===== src/common/bus_pkg.sv =====
`default_nettype none

// Peripheral bus address map and access encodings
package bus_pkg;

    localparam int ADDR_W   = 11;        // Peripheral address width
    localparam int DATA_W   = 32;        // Data word width
    localparam int OFFSET_W = 6;         // Offset inside a user slot

    localparam logic [1:0] ACC_NONE = 2'b11;  // No read or write this cycle

    // Bit 10 splits the map into user slots and byte slots
    localparam int REGION_BIT = 10;

    localparam logic [3:0] GPIO_SLOT = 4'd1;  // User slot
    localparam logic [3:0] GRAY_SLOT = 4'd0;  // Byte slot

    // One address word, decoded either as a 64-byte user slot
    // or as a 16-byte byte slot
    typedef union packed {
        struct packed {
            logic       region;
            logic [3:0] slot;                 // Address bits 9:6
            logic [5:0] offset;
        } user;
        struct packed {
            logic       region;
            logic [1:0] unused;
            logic [3:0] slot;                 // Address bits 7:4
            logic [3:0] offset;
        } simple;
    } periph_addr_t;

endpackage

`default_nettype wire

===== src/common/gpio_pkg.sv =====
`default_nettype none

// GPIO register map and pin function selects
package gpio_pkg;

    localparam int PIN_COUNT  = 8;
    localparam int FUNC_SEL_W = 5;

    // Top bit picks the byte region, low 4 bits the slot number
    localparam logic [FUNC_SEL_W-1:0] FUNC_GPIO = 5'b0_0001;  // User slot 1
    localparam logic [FUNC_SEL_W-1:0] FUNC_GRAY = 5'b1_0000;  // Byte slot 0

    // Register offsets inside the GPIO slot
    localparam logic [bus_pkg::OFFSET_W-1:0] OFS_OUT       = 6'h00;
    localparam logic [bus_pkg::OFFSET_W-1:0] OFS_IN        = 6'h04;
    localparam logic [bus_pkg::OFFSET_W-1:0] OFS_FUNC_BASE = 6'h20;  // Eight words up to 0x3C

endpackage

`default_nettype wire


===== src/common/periph_if.sv =====
`timescale 1ns/1ns
`default_nettype none

// Link between the bus port and one peripheral slot
interface periph_if;

    logic                          sel;     // Slot addressed
    logic                          wr;      // Write strobe, already qualified by sel
    logic [bus_pkg::OFFSET_W-1:0]  offset;
    logic [bus_pkg::DATA_W-1:0]    wdata;
    logic [bus_pkg::DATA_W-1:0]    rdata;   // Combinational from offset
    logic [7:0]                    pins;    // Slot output pins

    modport host (
        output sel,
        output wr,
        output offset,
        output wdata,
        input  rdata
    );

    modport dev (
        input  sel,
        input  wr,
        input  offset,
        input  wdata,
        output rdata,
        output pins
    );

    // Pin routing only looks at the outputs
    modport route (
        input  pins
    );

endinterface

`default_nettype wire


===== src/rtl/periph_top.sv =====
`timescale 1ns/1ns
`default_nettype none

module periph_top (
    input  wire logic                        clk,
    input  wire logic                        rst_n,
    input  wire logic [7:0]                  i_ui_in,
    input  wire logic [bus_pkg::ADDR_W-1:0]  i_addr,
    input  wire logic [bus_pkg::DATA_W-1:0]  i_data,
    input  wire logic [1:0]                  i_data_write_n,
    input  wire logic [1:0]                  i_data_read_n,
    input  wire logic                        i_data_read_complete,
    output logic      [bus_pkg::DATA_W-1:0]  o_data,
    output logic                             o_data_ready,
    output logic      [7:0]                  o_uo_out
);

    logic [gpio_pkg::PIN_COUNT*gpio_pkg::FUNC_SEL_W-1:0] func_sel;

    periph_if user_bus ();   // GPIO slot
    periph_if byte_bus ();   // Gray coder slot

    bus_port u_bus_port (
        .clk                  (clk),
        .rst_n                (rst_n),
        .i_addr               (i_addr),
        .i_data               (i_data),
        .i_data_write_n       (i_data_write_n),
        .i_data_read_n        (i_data_read_n),
        .i_data_read_complete (i_data_read_complete),
        .o_data               (o_data),
        .o_data_ready         (o_data_ready),
        .user_bus             (user_bus.host),
        .byte_bus             (byte_bus.host)
    );

    gpio_regs u_gpio_regs (
        .clk        (clk),
        .rst_n      (rst_n),
        .i_ui_in    (i_ui_in),
        .o_func_sel (func_sel),
        .bus        (user_bus.dev)
    );

    gray_coder u_gray_coder (
        .clk   (clk),
        .rst_n (rst_n),
        .bus   (byte_bus.dev)
    );

    pin_router u_pin_router (
        .i_func_sel (func_sel),
        .user_bus   (user_bus.route),
        .byte_bus   (byte_bus.route),
        .o_uo_out   (o_uo_out)
    );

endmodule

`default_nettype wire


===== src/rtl/pin_router.sv =====
`timescale 1ns/1ns
`default_nettype none

module pin_router (
    input  wire logic [gpio_pkg::PIN_COUNT*gpio_pkg::FUNC_SEL_W-1:0]  i_func_sel,
    periph_if.route                                                    user_bus,
    periph_if.route                                                    byte_bus,
    output logic      [gpio_pkg::PIN_COUNT-1:0]                        o_uo_out
);

    logic [gpio_pkg::FUNC_SEL_W-1:0] pin_sel;

    // Each pin takes its own bit from the slot its select names
    always_comb begin
        pin_sel = '0;
        for (int i = 0; i < gpio_pkg::PIN_COUNT; i++) begin
            pin_sel = i_func_sel[i*gpio_pkg::FUNC_SEL_W +: gpio_pkg::FUNC_SEL_W];
            case (pin_sel)
                gpio_pkg::FUNC_GPIO: o_uo_out[i] = user_bus.pins[i];
                gpio_pkg::FUNC_GRAY: o_uo_out[i] = byte_bus.pins[i];
                default:             o_uo_out[i] = 1'b0;    // Empty slot
            endcase
        end
    end

endmodule

`default_nettype wire


===== src/rtl/gray_coder.sv =====
`timescale 1ns/1ns
`default_nettype none

module gray_coder (
    input  wire logic  clk,
    input  wire logic  rst_n,
    periph_if.dev      bus
);

    logic [7:0]                  value;     // Stored byte
    logic [7:0]                  gray;
    logic [7:0]                  decoded;   // value taken as Gray, back to binary
    logic [bus_pkg::DATA_W-1:0]  rd_val;

    always_ff @(posedge clk) begin
        if (!rst_n) begin
            value <= '0;
        end else if (bus.wr && bus.offset == 6'd0) begin
            value <= bus.wdata[7:0];
        end
    end

    assign gray = value ^ (value >> 1);

    // Prefix XOR from the top bit down
    always_comb begin
        decoded[7] = value[7];
        for (int i = 6; i >= 0; i--) begin
            decoded[i] = decoded[i+1] ^ value[i];
        end
    end

    always_comb begin
        rd_val = '0;
        case (bus.offset)
            6'd0:    rd_val[7:0] = value;
            6'd1:    rd_val[7:0] = gray;
            6'd2:    rd_val[7:0] = decoded;
            default: rd_val = '0;
        endcase
    end

    assign bus.rdata = bus.sel ? rd_val : '0;
    assign bus.pins  = gray;   // Gray code goes out on the pins

endmodule

`default_nettype wire


===== src/gpio/gpio_regs.sv =====
`timescale 1ns/1ns
`default_nettype none

module gpio_regs (
    input  wire logic                                            clk,
    input  wire logic                                            rst_n,
    input  wire logic [gpio_pkg::PIN_COUNT-1:0]                  i_ui_in,
    output logic [gpio_pkg::PIN_COUNT*gpio_pkg::FUNC_SEL_W-1:0]  o_func_sel,
    periph_if.dev                                                bus
);

    logic [gpio_pkg::PIN_COUNT-1:0]   gpio_out;
    logic [gpio_pkg::FUNC_SEL_W-1:0]  func_sel [gpio_pkg::PIN_COUNT];
    logic                             func_hit;
    logic [2:0]                       func_idx;
    logic [bus_pkg::DATA_W-1:0]       rd_val;

    // Function selects are word aligned from 0x20 upward
    assign func_hit = (bus.offset >= gpio_pkg::OFS_FUNC_BASE) && (bus.offset[1:0] == 2'b00);
    assign func_idx = bus.offset[4:2];

    always_ff @(posedge clk) begin
        if (!rst_n) begin
            gpio_out <= '0;
            for (int i = 0; i < gpio_pkg::PIN_COUNT; i++) begin
                func_sel[i] <= gpio_pkg::FUNC_GPIO;  // Every pin starts as GPIO
            end
        end else if (bus.wr) begin
            if (bus.offset == gpio_pkg::OFS_OUT) begin
                gpio_out <= bus.wdata[gpio_pkg::PIN_COUNT-1:0];
            end
            if (func_hit) begin
                func_sel[func_idx] <= bus.wdata[gpio_pkg::FUNC_SEL_W-1:0];
            end
        end
    end

    // Register readback, zero extended
    always_comb begin
        rd_val = '0;
        if (bus.offset == gpio_pkg::OFS_OUT) begin
            rd_val[gpio_pkg::PIN_COUNT-1:0] = gpio_out;
        end else if (bus.offset == gpio_pkg::OFS_IN) begin
            rd_val[gpio_pkg::PIN_COUNT-1:0] = i_ui_in;   // Live pin state
        end else if (func_hit) begin
            rd_val[gpio_pkg::FUNC_SEL_W-1:0] = func_sel[func_idx];
        end
    end

    assign bus.rdata = bus.sel ? rd_val : '0;
    assign bus.pins  = gpio_out;

    // Flatten the selects for the pin router
    always_comb begin
        for (int i = 0; i < gpio_pkg::PIN_COUNT; i++) begin
            o_func_sel[i*gpio_pkg::FUNC_SEL_W +: gpio_pkg::FUNC_SEL_W] = func_sel[i];
        end
    end

endmodule

`default_nettype wire


===== src/rtl/bus_port.sv =====
`timescale 1ns/1ns
`default_nettype none

module bus_port (
    input  wire logic                        clk,
    input  wire logic                        rst_n,
    input  wire logic [bus_pkg::ADDR_W-1:0]  i_addr,
    input  wire logic [bus_pkg::DATA_W-1:0]  i_data,
    input  wire logic [1:0]                  i_data_write_n,
    input  wire logic [1:0]                  i_data_read_n,
    input  wire logic                        i_data_read_complete,
    output logic      [bus_pkg::DATA_W-1:0]  o_data,
    output logic                             o_data_ready,
    periph_if.host                           user_bus,
    periph_if.host                           byte_bus
);

    bus_pkg::periph_addr_t        addr;
    logic                         byte_region;
    logic                         write_req;
    logic                         read_req;
    logic [bus_pkg::DATA_W-1:0]   peri_data;     // Data from the addressed slot
    logic                         peri_ready;
    logic                         capture;
    logic [bus_pkg::DATA_W-1:0]   data_r;
    logic                         data_hold;
    logic                         data_ready_r;

    assign addr        = i_addr;
    assign byte_region = i_addr[bus_pkg::REGION_BIT];
    assign write_req   = i_data_write_n != bus_pkg::ACC_NONE;
    assign read_req    = i_data_read_n != bus_pkg::ACC_NONE;

    // Slot decode
    assign user_bus.sel = !byte_region && (addr.user.slot == bus_pkg::GPIO_SLOT);
    assign byte_bus.sel = byte_region && (addr.simple.slot == bus_pkg::GRAY_SLOT);

    assign user_bus.wr = write_req && user_bus.sel;
    assign byte_bus.wr = write_req && byte_bus.sel;

    assign user_bus.offset = addr.user.offset;
    assign byte_bus.offset = {2'b00, addr.simple.offset};  // Byte slots use 4 offset bits

    assign user_bus.wdata = i_data;
    assign byte_bus.wdata = i_data;

    // Read mux; empty byte slots answer at once with zero
    always_comb begin
        peri_data  = '0;
        peri_ready = 1'b0;
        if (byte_region) begin
            peri_ready = 1'b1;
            if (byte_bus.sel) peri_data = byte_bus.rdata;
        end else if (user_bus.sel) begin
            peri_ready = 1'b1;
            peri_data  = user_bus.rdata;
        end
    end

    // First ready cycle of a read loads the hold register
    assign capture = read_req && peri_ready && !data_hold;

    always_ff @(posedge clk) begin
        if (!rst_n) begin
            data_hold    <= 1'b0;
            data_ready_r <= 1'b0;
        end else begin
            if (i_data_read_complete) data_hold <= 1'b0;
            if (capture) data_hold <= 1'b1;
            data_ready_r <= read_req && peri_ready;  // One cycle after the request
        end
    end

    always_ff @(posedge clk) begin
        if (capture) data_r <= peri_data;
    end

    assign o_data       = data_r;
    assign o_data_ready = data_ready_r || write_req;  // Writes never stall

endmodule

`default_nettype wire


===== config.mk =====
export PLATFORM = sky130hd
export DESIGN_NAME = periph_top
export DESIGN_NICKNAME = d
export VERILOG_FILES = /design/src/common/bus_pkg.sv /design/src/common/gpio_pkg.sv /design/src/common/periph_if.sv /design/src/rtl/periph_top.sv /design/src/rtl/pin_router.sv /design/src/rtl/gray_coder.sv /design/src/gpio/gpio_regs.sv /design/src/rtl/bus_port.sv
export SDC_FILE = /design/constraint.sdc
export NUM_CORES = 1
export LEC_CHECK = 0
export BUFFER_PORTS_ARGS = -buffer_cell sky130_fd_sc_hd__buf_2
export CORE_ASPECT_RATIO = 0.8
export CORE_MARGIN = 4
export CORE_UTILIZATION = 45
export DETAILED_ROUTE_END_ITERATION = 8
export PLACE_DENSITY_LB_ADDON = 0.3
export SYNTH_ARGS = -nofsm -noshare
export SYNTH_HDL_FRONTEND = slang
export SYNTH_HIERARCHICAL = 1
export SYNTH_SLANG_ARGS = --single-unit
export TNS_END_PERCENT = 20

===== constraint.sdc =====
create_clock -name clk -period 2.54 [get_ports clk]
set_input_delay 0.508 -clock clk [delete_from_list [all_inputs] [get_ports clk]]
set_output_delay 0.508 -clock clk [all_outputs]
set_load 0.005 [all_outputs]

======== Yosys cells after proc, flatten, opt, wreduce, memory -nomap -nowiden ========
Memory sizes are Yosys's and may differ from the RTL's.
Index checks and enable logic that the tools add are counted.
storage, ports and cells
  register bits ........................... 50
  word-level logic and storage cells ...... 83
  memories kept ........................... 1
  RAM bits ................................ 40
memory list
  memory                words  width  rd ports  clocked after Yosys merged registers in  write ports  line             RTL
  u_gpio_regs.func_sel  8      5      9         0                                        8            gpio_regs.sv:13  logic [gpio_pkg::FUNC_SEL_W-1:0] func_sel [gpio_pkg::PIN_COUNT];
operators by class
  mux-type cells .......................... 28
  bitwise operators ....................... 8
  $lt $le $gt $ge ......................... 1
  reduce and logical (&&, ||, !) cells .... 18
  eq/ne operators ......................... 22
operators by type and width
  operator            number
  $eq 5x1->1 const B  8
  $eq 5x5->1 const B  8
  $mux 32             1
  $mux 8              3
  $pmux 8 s3          1
  $pmux 1 s2          8
  $mux 5              3
  $logic_not 6->1     2
  $mux 1              10
  $eq 4x1->1 const B  2
  $logic_and 1x1->1   8
  $xor 8x7->8         1
  $xor 1x1->1         7
  $eq 6x3->1 const B  1
  $ge 6x6->1 const B  1
  $mux 3              2
  $reduce_or 5->1     1
  $eq 4x2->1 const B  1
  $logic_not 4->1     1
  $ne 2x2->1 const B  2
  $logic_not 1->1     2
  $logic_not 2->1     1
  $reduce_and 2->1    1
  $reduce_bool 2->1   1
  $logic_or 1x1->1    1

======== Longest topological paths before layout ========
Gate-level depths: netlist of run 1.
  depth after elaboration ................. 10
  mapped depth ............................ 8

======== Modules after synthesis ========
The synthesis of run 1 kept the hierarchy.
modules (own cells, without submodules)
  module      seq. area each (sq um)  times used  cells each  area an instance (sq um)
  gpio_regs   1,361.3                 1           209         2,617.5
  bus_port    1,001.0                 1           166         2,065.7
  gray_coder  160.2                   1           132         1,068.5
  pin_router  0.0                     1           24          340.3

======== Least setup slack after synthesis of run 1 ========
No wires, ideal clock.
  kind .................................... input to register
  start ................................... input i_addr[7] (netlist bit)
  end ..................................... memory u_gpio_regs/func_sel[6][0] (netlist bit) (enable)
  stages on the path ...................... 7
  required time ........................... 2,224 ps
  slack ................................... 96 ps
  buffers on the path ..................... 1
  data arrival time ....................... 2,128 ps
  cells stage by stage .................... nor4b_2 > and2b_1 > buf_6 > a21boi_0 > and4bb_2 > and4b_1 > nand2b_1
RTL lines
  what             line             RTL
  start, declared  periph_top.sv:8  input wire logic [bus_pkg::ADDR_W-1:0] i_addr,
  end, declared    gpio_regs.sv:13

======== Worst setup path in the final report of run 1 ========
  start ................................... register u_gray_coder.value[5]
  end ..................................... output o_uo_out[4]
on the way
  longest elaborated chain between the ends .. 2
RTL lines
  what                    line              RTL
  start, declared         gray_coder.sv:10  logic [7:0] value;
  start signal, assigned  gray_coder.sv:19  value <= bus.wdata[7:0];
  $xor 8x7->8             gray_coder.sv:23  assign gray = value ^ (value >> 1);
  via byte_bus.pins[4]    periph_if.sv:12   logic [7:0] pins;
  $pmux 1 s2              pin_router.sv:18  case (pin_sel)
  end, declared           periph_top.sv:15  output logic [7:0] o_uo_out
The timed path passes the listed nets, and every way through them passes these cells.

==> metrics.txt, run 1 <==
crit path cell chain=xor2_1 > nand3b_1 > a2111oi_2 > buf_2; Post-Route Skew=0.00608 ns; internal power=2.55 mW; RSZ-0062 raised after global routing=no; vias in the first global route=3492; Worst-Margin Slew=0.500 ns; Area Growth Syn to Fin=7.62%; Resized cells post-CTS=0; die width=134 um; H-tree Lvls=3; status=completed; share of cells above drive strength 1=28.4%; Final Slew Violations=0; Detail Placement HPWL=9220 um; CP max FO=8; Initial Util=46.4%; largest net degree at the start of global routing=35; final setup TNS=0 ns; drt pass-1 iters=5; CTS Hold Buffers Added=0; PwrDens=533 nW/um2; Req. time, crit path=2.03 ns; Post-Synthesis Cells=483; # Max-Cap Violations=0; register area=2530 um2; CTS Buf Count=9; R2R depth=5; clk buf depth=2; IO Pins=99; GR Layer Usage met3=4.01%; multi-input logic area=2580 um2; combinational share of power=8.2%; Final setup viols=0; met1 Use GR=24.1%; Hold Path Origin=i_data_read_complete; nets=591; CP max stage delay=0.54 ns; Vert. Die Dim=109 um; Core Rows=36; Vias/cell=5.11; Clk pin slew, worst setup/hold paths=0.06 ns; final period utilization=93.3%; Post-Route WL=12300 um; Worst Setup End Kind=primary output; final cell count without fillers=709; Clock Sinks=90; Overflow after GRT=0; Hold Vio Cnt, Final=0; Max-slew headroom=66.4%; Sw Share=22.4%; Top Usage Layer GRT=met2; startpoint types=flop; ant diodes=0; RR Startpoint=u_gray_coder/value[7]; synthesized cell area=5730 um2; Hold Path End=u_bus_port/data_hold; commonest non-fill, non-tap cells in the layout=buf_2 (74), edfxtp_1 (72), conb_1 (50); R2R Setup Slk=0.40 ns; critical path class=flop to primary output; Switch Pwr=738 uW; DRC=0; Clock Latency Late Sink=0.34 ns; Worst EP arrival=1.86 ns; Layout fillers=1160; Post-CTS Setup Repair Bufs=0; CP max stage cell=dfxtp_1; Period minus WS final=2.37 ns; Die Area=14600 um2; Max VDD drop=357 uV; port buffer count=74; root buf cell=clkbuf_16; CTS tree=built; Mapped Avg Cell Area=11.9 um2; GRT Util Overall=17.4%; hold depth=3; CP bufs+invs=1; fmax=422 MHz; Placer Congestion=0.864; FF-to-FF End=u_bus_port/o_data[2]; total number of yosys warnings=6; final core utilization=50.0%; cell family with most CP delay=flip-flops; Std-Cell Core Area=12300 um2; Leakage=2.57 nW; remaining antenna violation count=0; DP Area=5850 um2; Hold WC Path Type=primary input to flop; most common cell after layout, fill and taps aside=buf_2; share of power burned in registers=51.5%; first-pass GRT wire length=19100 um; met2 usage=27.5%; final instance area=6170 um2; WL/cell=17.4 um; share of total power in the clock network=40.2%; DR vias=3625; dpl cells=693; hold slack=0.420 ns; initial antenna violation count=0; Initial DRC Count=311
[layer usage]
layer | part of all wire, % | vias to the layer above
li1 | - | 1759
met1 | 46 | 1718
met2 | 45 | 136
met3 | 7.8 | 12
met4 | 1.1 | 0
met5 | 0 | -
[layout make-up]
class	instances	area share [%]
Tap cell	171	3.47
Clock inverter	5	0.892
Multi-Input combinational cell	329	41.8
Clock buffer	11	3.94
Sequential cell	90	41.0
Inverter	10	0.609
Timing Repair Buffer	93	8.32
[through the flow]
stage	power [mW]	worst slack, ns
2_1_floorplan	1.96	0.0959
3_3_place_gp	1.99	-0.0585
3_5_place_dp	2.00	-0.136
4_1_cts	3.33	0.0186
5_1_grt	3.42	0.0425
6_report	3.29	0.170
[registers in the layout, summed over array words and instances (netlist names)]
| signal | cells |
|---|---|
| u_bus_port/o_data | 32 |
| u_bus_port/data_hold | 1 |
| u_gpio_regs/func_sel | 40 |
| u_gray_coder/value | 8 |
| u_bus_port/data_ready_r | 1 |
| u_gpio_regs/bus.pins | 8 |
[tightest hold or removal path, delay by kind of cell]
family	cells	cell delay (ns)
simple gates	1	0.08
compound gates	1	0.06
buf+inv	1	0.07
[worst max path at each step]
stage / depth (start not counted) / slack (ns) / start / end
floorplan: 7 / 0.1 / i_addr[7] / u_gpio_regs/func_sel[6][0]
global placement: 8 / -0.06 / i_addr[7] / u_gpio_regs/func_sel[6][3]
detailed placement: 8 / -0.14 / i_addr[7] / u_gpio_regs/func_sel[4][0]
CTS: 4 / 0.02 / u_gray_coder/value[2] / o_uo_out[1]
global route: 4 / 0.04 / u_gray_coder/value[5] / o_uo_out[4]
finish: 4 / 0.17 / u_gray_coder/value[5] / o_uo_out[4]
[power by group through the flow]
stage / sequential (mW) / clock [mW] / combinational [mW]
2_1_floorplan: 1.72 / 0 / 0.246
3_3_place_gp: 1.72 / 0 / 0.264
3_5_place_dp: 1.73 / 0 / 0.268
4_1_cts: 1.70 / 1.36 / 0.269
5_1_grt: 1.70 / 1.43 / 0.294
6_report: 1.69 / 1.32 / 0.271
Power figures use the tool's default switching activity.
==> run 2: changes to the inputs <==
- PLACE_DENSITY: unset -> 0.7
- PLACE_DENSITY_LB_ADDON: 0.3 -> unset
- clock period: 2.54 -> 2.49 ns (I/O delays scaled with it)
==> metrics.txt, run 2 (synthesis results as in run 1) <==
final period utilization=95.0%; Worst EP arrival=1.87 ns; DP Area=5850 um2; met2 usage=26.9%; Clk pin slew, worst setup/hold paths=0.06 ns; Initial DRC Count=275; Post-Route Skew=0.00453 ns; Post-CTS Setup Repair Bufs=0; Clock Sinks=90; Die Area=14600 um2; first-pass GRT wire length=19000 um; largest net degree at the start of global routing=35; Hold Vio Cnt, Final=0; startpoint types=flop; # Max-Cap Violations=0; final cell count without fillers=709; hold slack=0.415 ns; share of cells above drive strength 1=28.6%; Worst-Margin Slew=0.510 ns; DRC=0; H-tree Lvls=3; CP max stage cell=dfxtp_1; fmax=423 MHz; ant diodes=0; critical path class=flop to primary output; Leakage=2.56 nW; PwrDens=530 nW/um2; RSZ-0062 raised after global routing=no; clk buf depth=2; Area Growth Syn to Fin=7.01%; Vias/cell=5.14; port buffer count=74; nets=591; WL/cell=17.3 um; max FFs per register=40; Std-Cell Core Area=12300 um2; Vert. Die Dim=109 um; Placer Congestion=0.874; Detail Placement HPWL=9170 um; Req. time, crit path=1.99 ns; root buf cell=clkbuf_16; status=completed; initial antenna violation count=0; GR Layer Usage met3=3.78%; Overflow after GRT=0; drt pass-1 iters=4; CP max stage delay=0.54 ns; Final setup viols=0; Final Slew Violations=0; die width=134 um; Max-slew headroom=65.9%; final setup TNS=0 ns; cell family with most CP delay=flip-flops; Post-Route WL=12200 um; CP bufs+invs=1; commonest non-fill, non-tap cells in the layout=buf_2 (74), edfxtp_1 (72), conb_1 (50); Period minus WS final=2.37 ns; largest register by flop count=u_gpio_regs/func_sel; GRT Util Overall=17.2%; dpl cells=693; Worst Setup End Kind=primary output; CTS Hold Buffers Added=0; most common cell after layout, fill and taps aside=buf_2; IO Pins=99; CP max FO=8; Max VDD drop=298 uV; Top Usage Layer GRT=met2; Core Rows=36; vias in the first global route=3486; CTS tree=built; DR vias=3641; CTS Buf Count=9; crit path cell chain=xor2_1 > nand3b_1 > a2111oi_2 > buf_2; Initial Util=46.4%; met1 Use GR=24.0%; Clock Latency Late Sink=0.34 ns; Hold WC Path Type=primary input to flop; remaining antenna violation count=0; final instance area=6130 um2
[run 2: path summary, 6_finish.rpt]
| check | from | to | slack (ns) | depth (start not counted) |
|---|---|---|---|---|
| worst max-delay path | u_gray_coder/value[5] | o_uo_out[4] | 0.12 | 4 |
| worst min register to register | u_bus_port/data_hold | u_bus_port/data_hold | 0.48 | 2 |
| worst max register to register | u_gray_coder/value[7] | u_bus_port/o_data[2] | 0.37 | 5 |
| worst min-delay path | i_data_read_complete | u_bus_port/data_hold | 0.41 | 3 |
[run 2: routing by layer]
layer  vias up  routed length, um
met1      1748               5650
met5         -                  0
met4         0                235
met2       112               5540
met3        20                818
li1       1761                  -
[run 2: cell type report]
class                           instances  area, um2
Clock buffer                            9        225
Clock inverter                          7       45.0
Fill cell                            1118       6210
Inverter                               10       37.5
Multi-Input combinational cell        329       2570
Sequential cell                        90       2530
Tap cell                              171        214
Timing Repair Buffer                   93        513
[run 2: tightest hold or removal path, stage by stage]
cell and delay, ns:
buf_2 0.07, nand2b_1 0.09, a21oi_1 0.06
[run 2: stage by stage]
| stage | util [%] | power (mW) | setup slack, ns |
|---|---|---|---|
| floorplan | - | 2.00 | 0.0559 |
| global placement | 47.4 | 2.03 | -0.0895 |
| detailed placement | 47.4 | 2.03 | -0.151 |
| CTS | 49.7 | 3.27 | 0.00474 |
| global route | 49.7 | 3.36 | 0.00164 |
| finish | 49.7 | 3.25 | 0.124 |
[run 2: repair_timing]
| action | in CTS | in global routing |
|---|---|---|
| endpoints found under the setup margin | 2 | 3 |
| gates resized for setup | 2 | 2 |
| pin swaps | 0 | 1 |
[run 2: report_power, final]
part	total [mW]	internal, mW	leakage, nW	switching (mW)
Combinational	0.276	0.113	1.57	0.163
Clock	1.25	0.674	0.135	0.573
Sequential	1.73	1.69	0.855	0.0391
==> run 3: changes to the inputs <==
- PLACE_DENSITY: 0.7 -> 0.73
- SYNTH_HIERARCHICAL: 1 -> unset
==> metrics.txt, run 3 <==
port buffer count=50; Yosys top cell area share=36.9%; DRC=0; initial antenna violation count=0; Distinct cells, synth=48; top cells by area, synth=edfxtp_1 (37%), dfxtp_1 (9.2%), and2_1 (5.4%); Req. time, crit path=1.99 ns; Hold Vio Cnt, Final=0; RR Startpoint=u_gray_coder.value[6]; WL/cell=17.4 um; internal power=1.86 mW; # Max-Cap Violations=0; final core utilization=52.7%; Leakage=1.82 nW; largest net degree at the start of global routing=19; drt pass-1 iters=4; Clock Latency Late Sink=0.35 ns; worst setup slack after layout=0.149 ns; metal2 WL=4180 um; Overflow after GRT=0; top-count cell post-synth=edfxtp_1; Worst-Margin Slew=0.515 ns; final cell count without fillers=543; synthesized cell area=3900 um2; Worst Setup End Kind=primary output; Initial Util=46.0%; post-synthesis sequential area ratio=46.2%; crit path cell chain=xor2_1 > nand3b_1 > a2111oi_0 > buf_2; most common cell after layout, fill and taps aside=buf_2; Switch Pwr=556 uW; top cells by count, synth=edfxtp_1 (48), and2_1 (34), nor2_1 (33), buf_4 (25); Clock Sinks=66; Met1 Routed Length=4120 um; CTS tree=built; status=completed; IO Pins=99; root buf cell=clkbuf_8; Mapped Avg Cell Area=10.7 um2; CP max stage cell=dfxtp_1; Final Slew Violations=0; EDFF count, synth=48; Primary FF master, synth=edfxtp_1; Worst path depth=4; Std-Cell Core Area=8480 um2; CP max FO=7; share of total power in the clock network=39.7%; Vert. Die Dim=91.3 um; Post-Route WL=9470 um; largest area contributor in the netlist=edfxtp_1; combinational share of power=8.8%; Worst EP arrival=1.84 ns; max FFs per register=40; Hold WC Path Type=primary input to flop; Post-Route Skew=0.00591 ns; simple-gate share of the synthesized area=20.5%; final instance area=4470 um2; die width=112 um; Clk pin slew, worst setup/hold paths=0.07 ns; R2R depth=5; Placer Congestion=0.867; Sw Share=23.0%; share of cells above drive strength 1=24.8%; Post-CTS Setup Repair Bufs=0; pre-CTS setup slack=-0.0534 ns; CTS Buf Count=9; mux share of post-synthesis cell area=9.52%; ant diodes=0; total power=2.42 mW; max layer used=met4; Layout fillers=762; clk buf depth=2; Detail Placement HPWL=7220 um; Core Rows=30; CP Capture Point=o_uo_out[6]; combinational family with the most area after synthesis=simple AND/OR/NAND/NOR gates; H-tree Lvls=3; Post-Synthesis Cells=365; CP bufs+invs=1; GRT Util Overall=18.9%; startpoint types=flop; Hold Path Origin=i_data[6]; R2R Setup Slk=0.35 ns; Synth Area in Adders=0%; commonest non-fill, non-tap cells in the layout=buf_2 (50), edfxtp_1 (48), and2_1 (34); Synth Area in XOR/XNOR=5.48%; dpl cells=527; Max-slew headroom=65.4%; vias in the first global route=2915; DP Area=4250 um2; Initial DRC Count=256; synthesis-stage register bit count=66; Max VDD drop=392 uV; crit path from=u_gray_coder.value[6]; Final setup viols=0; critical path class=flop to primary output; final setup TNS=0 ns; nets=484; share of power burned in registers=51.4%; DR vias=2944; RSZ-0062 raised after global routing=no; Die Area=10200 um2; fmax=427 MHz; total number of yosys warnings=0; hold slack=0.406 ns; Compound-Gate Fraction of Synth Area=10.1%; final period utilization=94.0%; remaining antenna violation count=0; Vias/cell=5.42; FF-to-FF End=u_bus_port.o_data[2]; Area Growth Syn to Fin=14.5%; first-pass GRT wire length=15100 um; cell family with most CP delay=flip-flops; PwrDens=541 nW/um2; Period minus WS final=2.34 ns; met3 wire len=998 um; ys async rst share=0%; largest register by flop count=u_gpio_regs.func_sel; CP max stage delay=0.51 ns
==> run 3: layer usage <==
metal | GRT usage [%] | vias up
met5 | 0 | -
met2 | 28.6 | 153
li1 | - | 1399
met1 | 26.1 | 1376
met3 | 5.20 | 16
met4 | 6.51 | 0
==> run 3: worst register-to-register path, delay by kind of cell, from the launching register on <==
family         cells  cell delay, ns
AO/OA/AOI/OAI      3            0.63
XOR/XNOR           2            0.83
flip-flops         1            0.40
==> run 3: how the worst min path moves through the flow <==
stage,cells after the start,endpoint,slack (ns)
after floorplan,2,u_bus_port.data_hold,0.46
after global placement,2,u_bus_port.data_hold,0.47
after detailed placement,2,u_bus_port.data_hold,0.48
after CTS,3,u_gray_coder.value[6],0.40
after global routing,3,u_gpio_regs.bus.pins[7],0.41
final,3,u_gray_coder.value[6],0.41
==> run 3: kinds of logic after synthesis <==
kind of cell           count (synthesis)
other                                  1
multiplexers                          31
AND/OR/NAND/NOR                      135
AO/OA/AOI/OAI                         60
XOR/XNOR                              18
buffers and inverters                 54
flip-flops                            66
==> run 3: final cells by class <==
type / instances / area (um2) / share of cell area, %
Multi-Input combinational cell: 268 / 1880 / 42.1
Timing Repair Buffer: 69 / 393 / 8.79
Sequential cell: 66 / 1800 / 40.3
Tap cell: 112 / 140 / 3.14
Clock buffer: 10 / 128 / 2.86
Clock inverter: 6 / 81.3 / 1.82
Inverter: 12 / 45.0 / 1.01
==> run 3: repair_timing <==
action | 4_1_cts | 5_1_grt
setup endpoints to repair | 0 | 1
gates resized for setup | 0 | 1
hold buffers | 0 | 0
==> run 3: power groups by stage <==
stage | clock [mW] | sequential (mW) | combinational, mW
floorplan | 0 | 1.26 | 0.145
global placement | 0 | 1.26 | 0.206
detailed placement | 0 | 1.27 | 0.212
CTS | 0.961 | 1.24 | 0.213
global route | 1.01 | 1.25 | 0.235
finish | 0.960 | 1.24 | 0.214
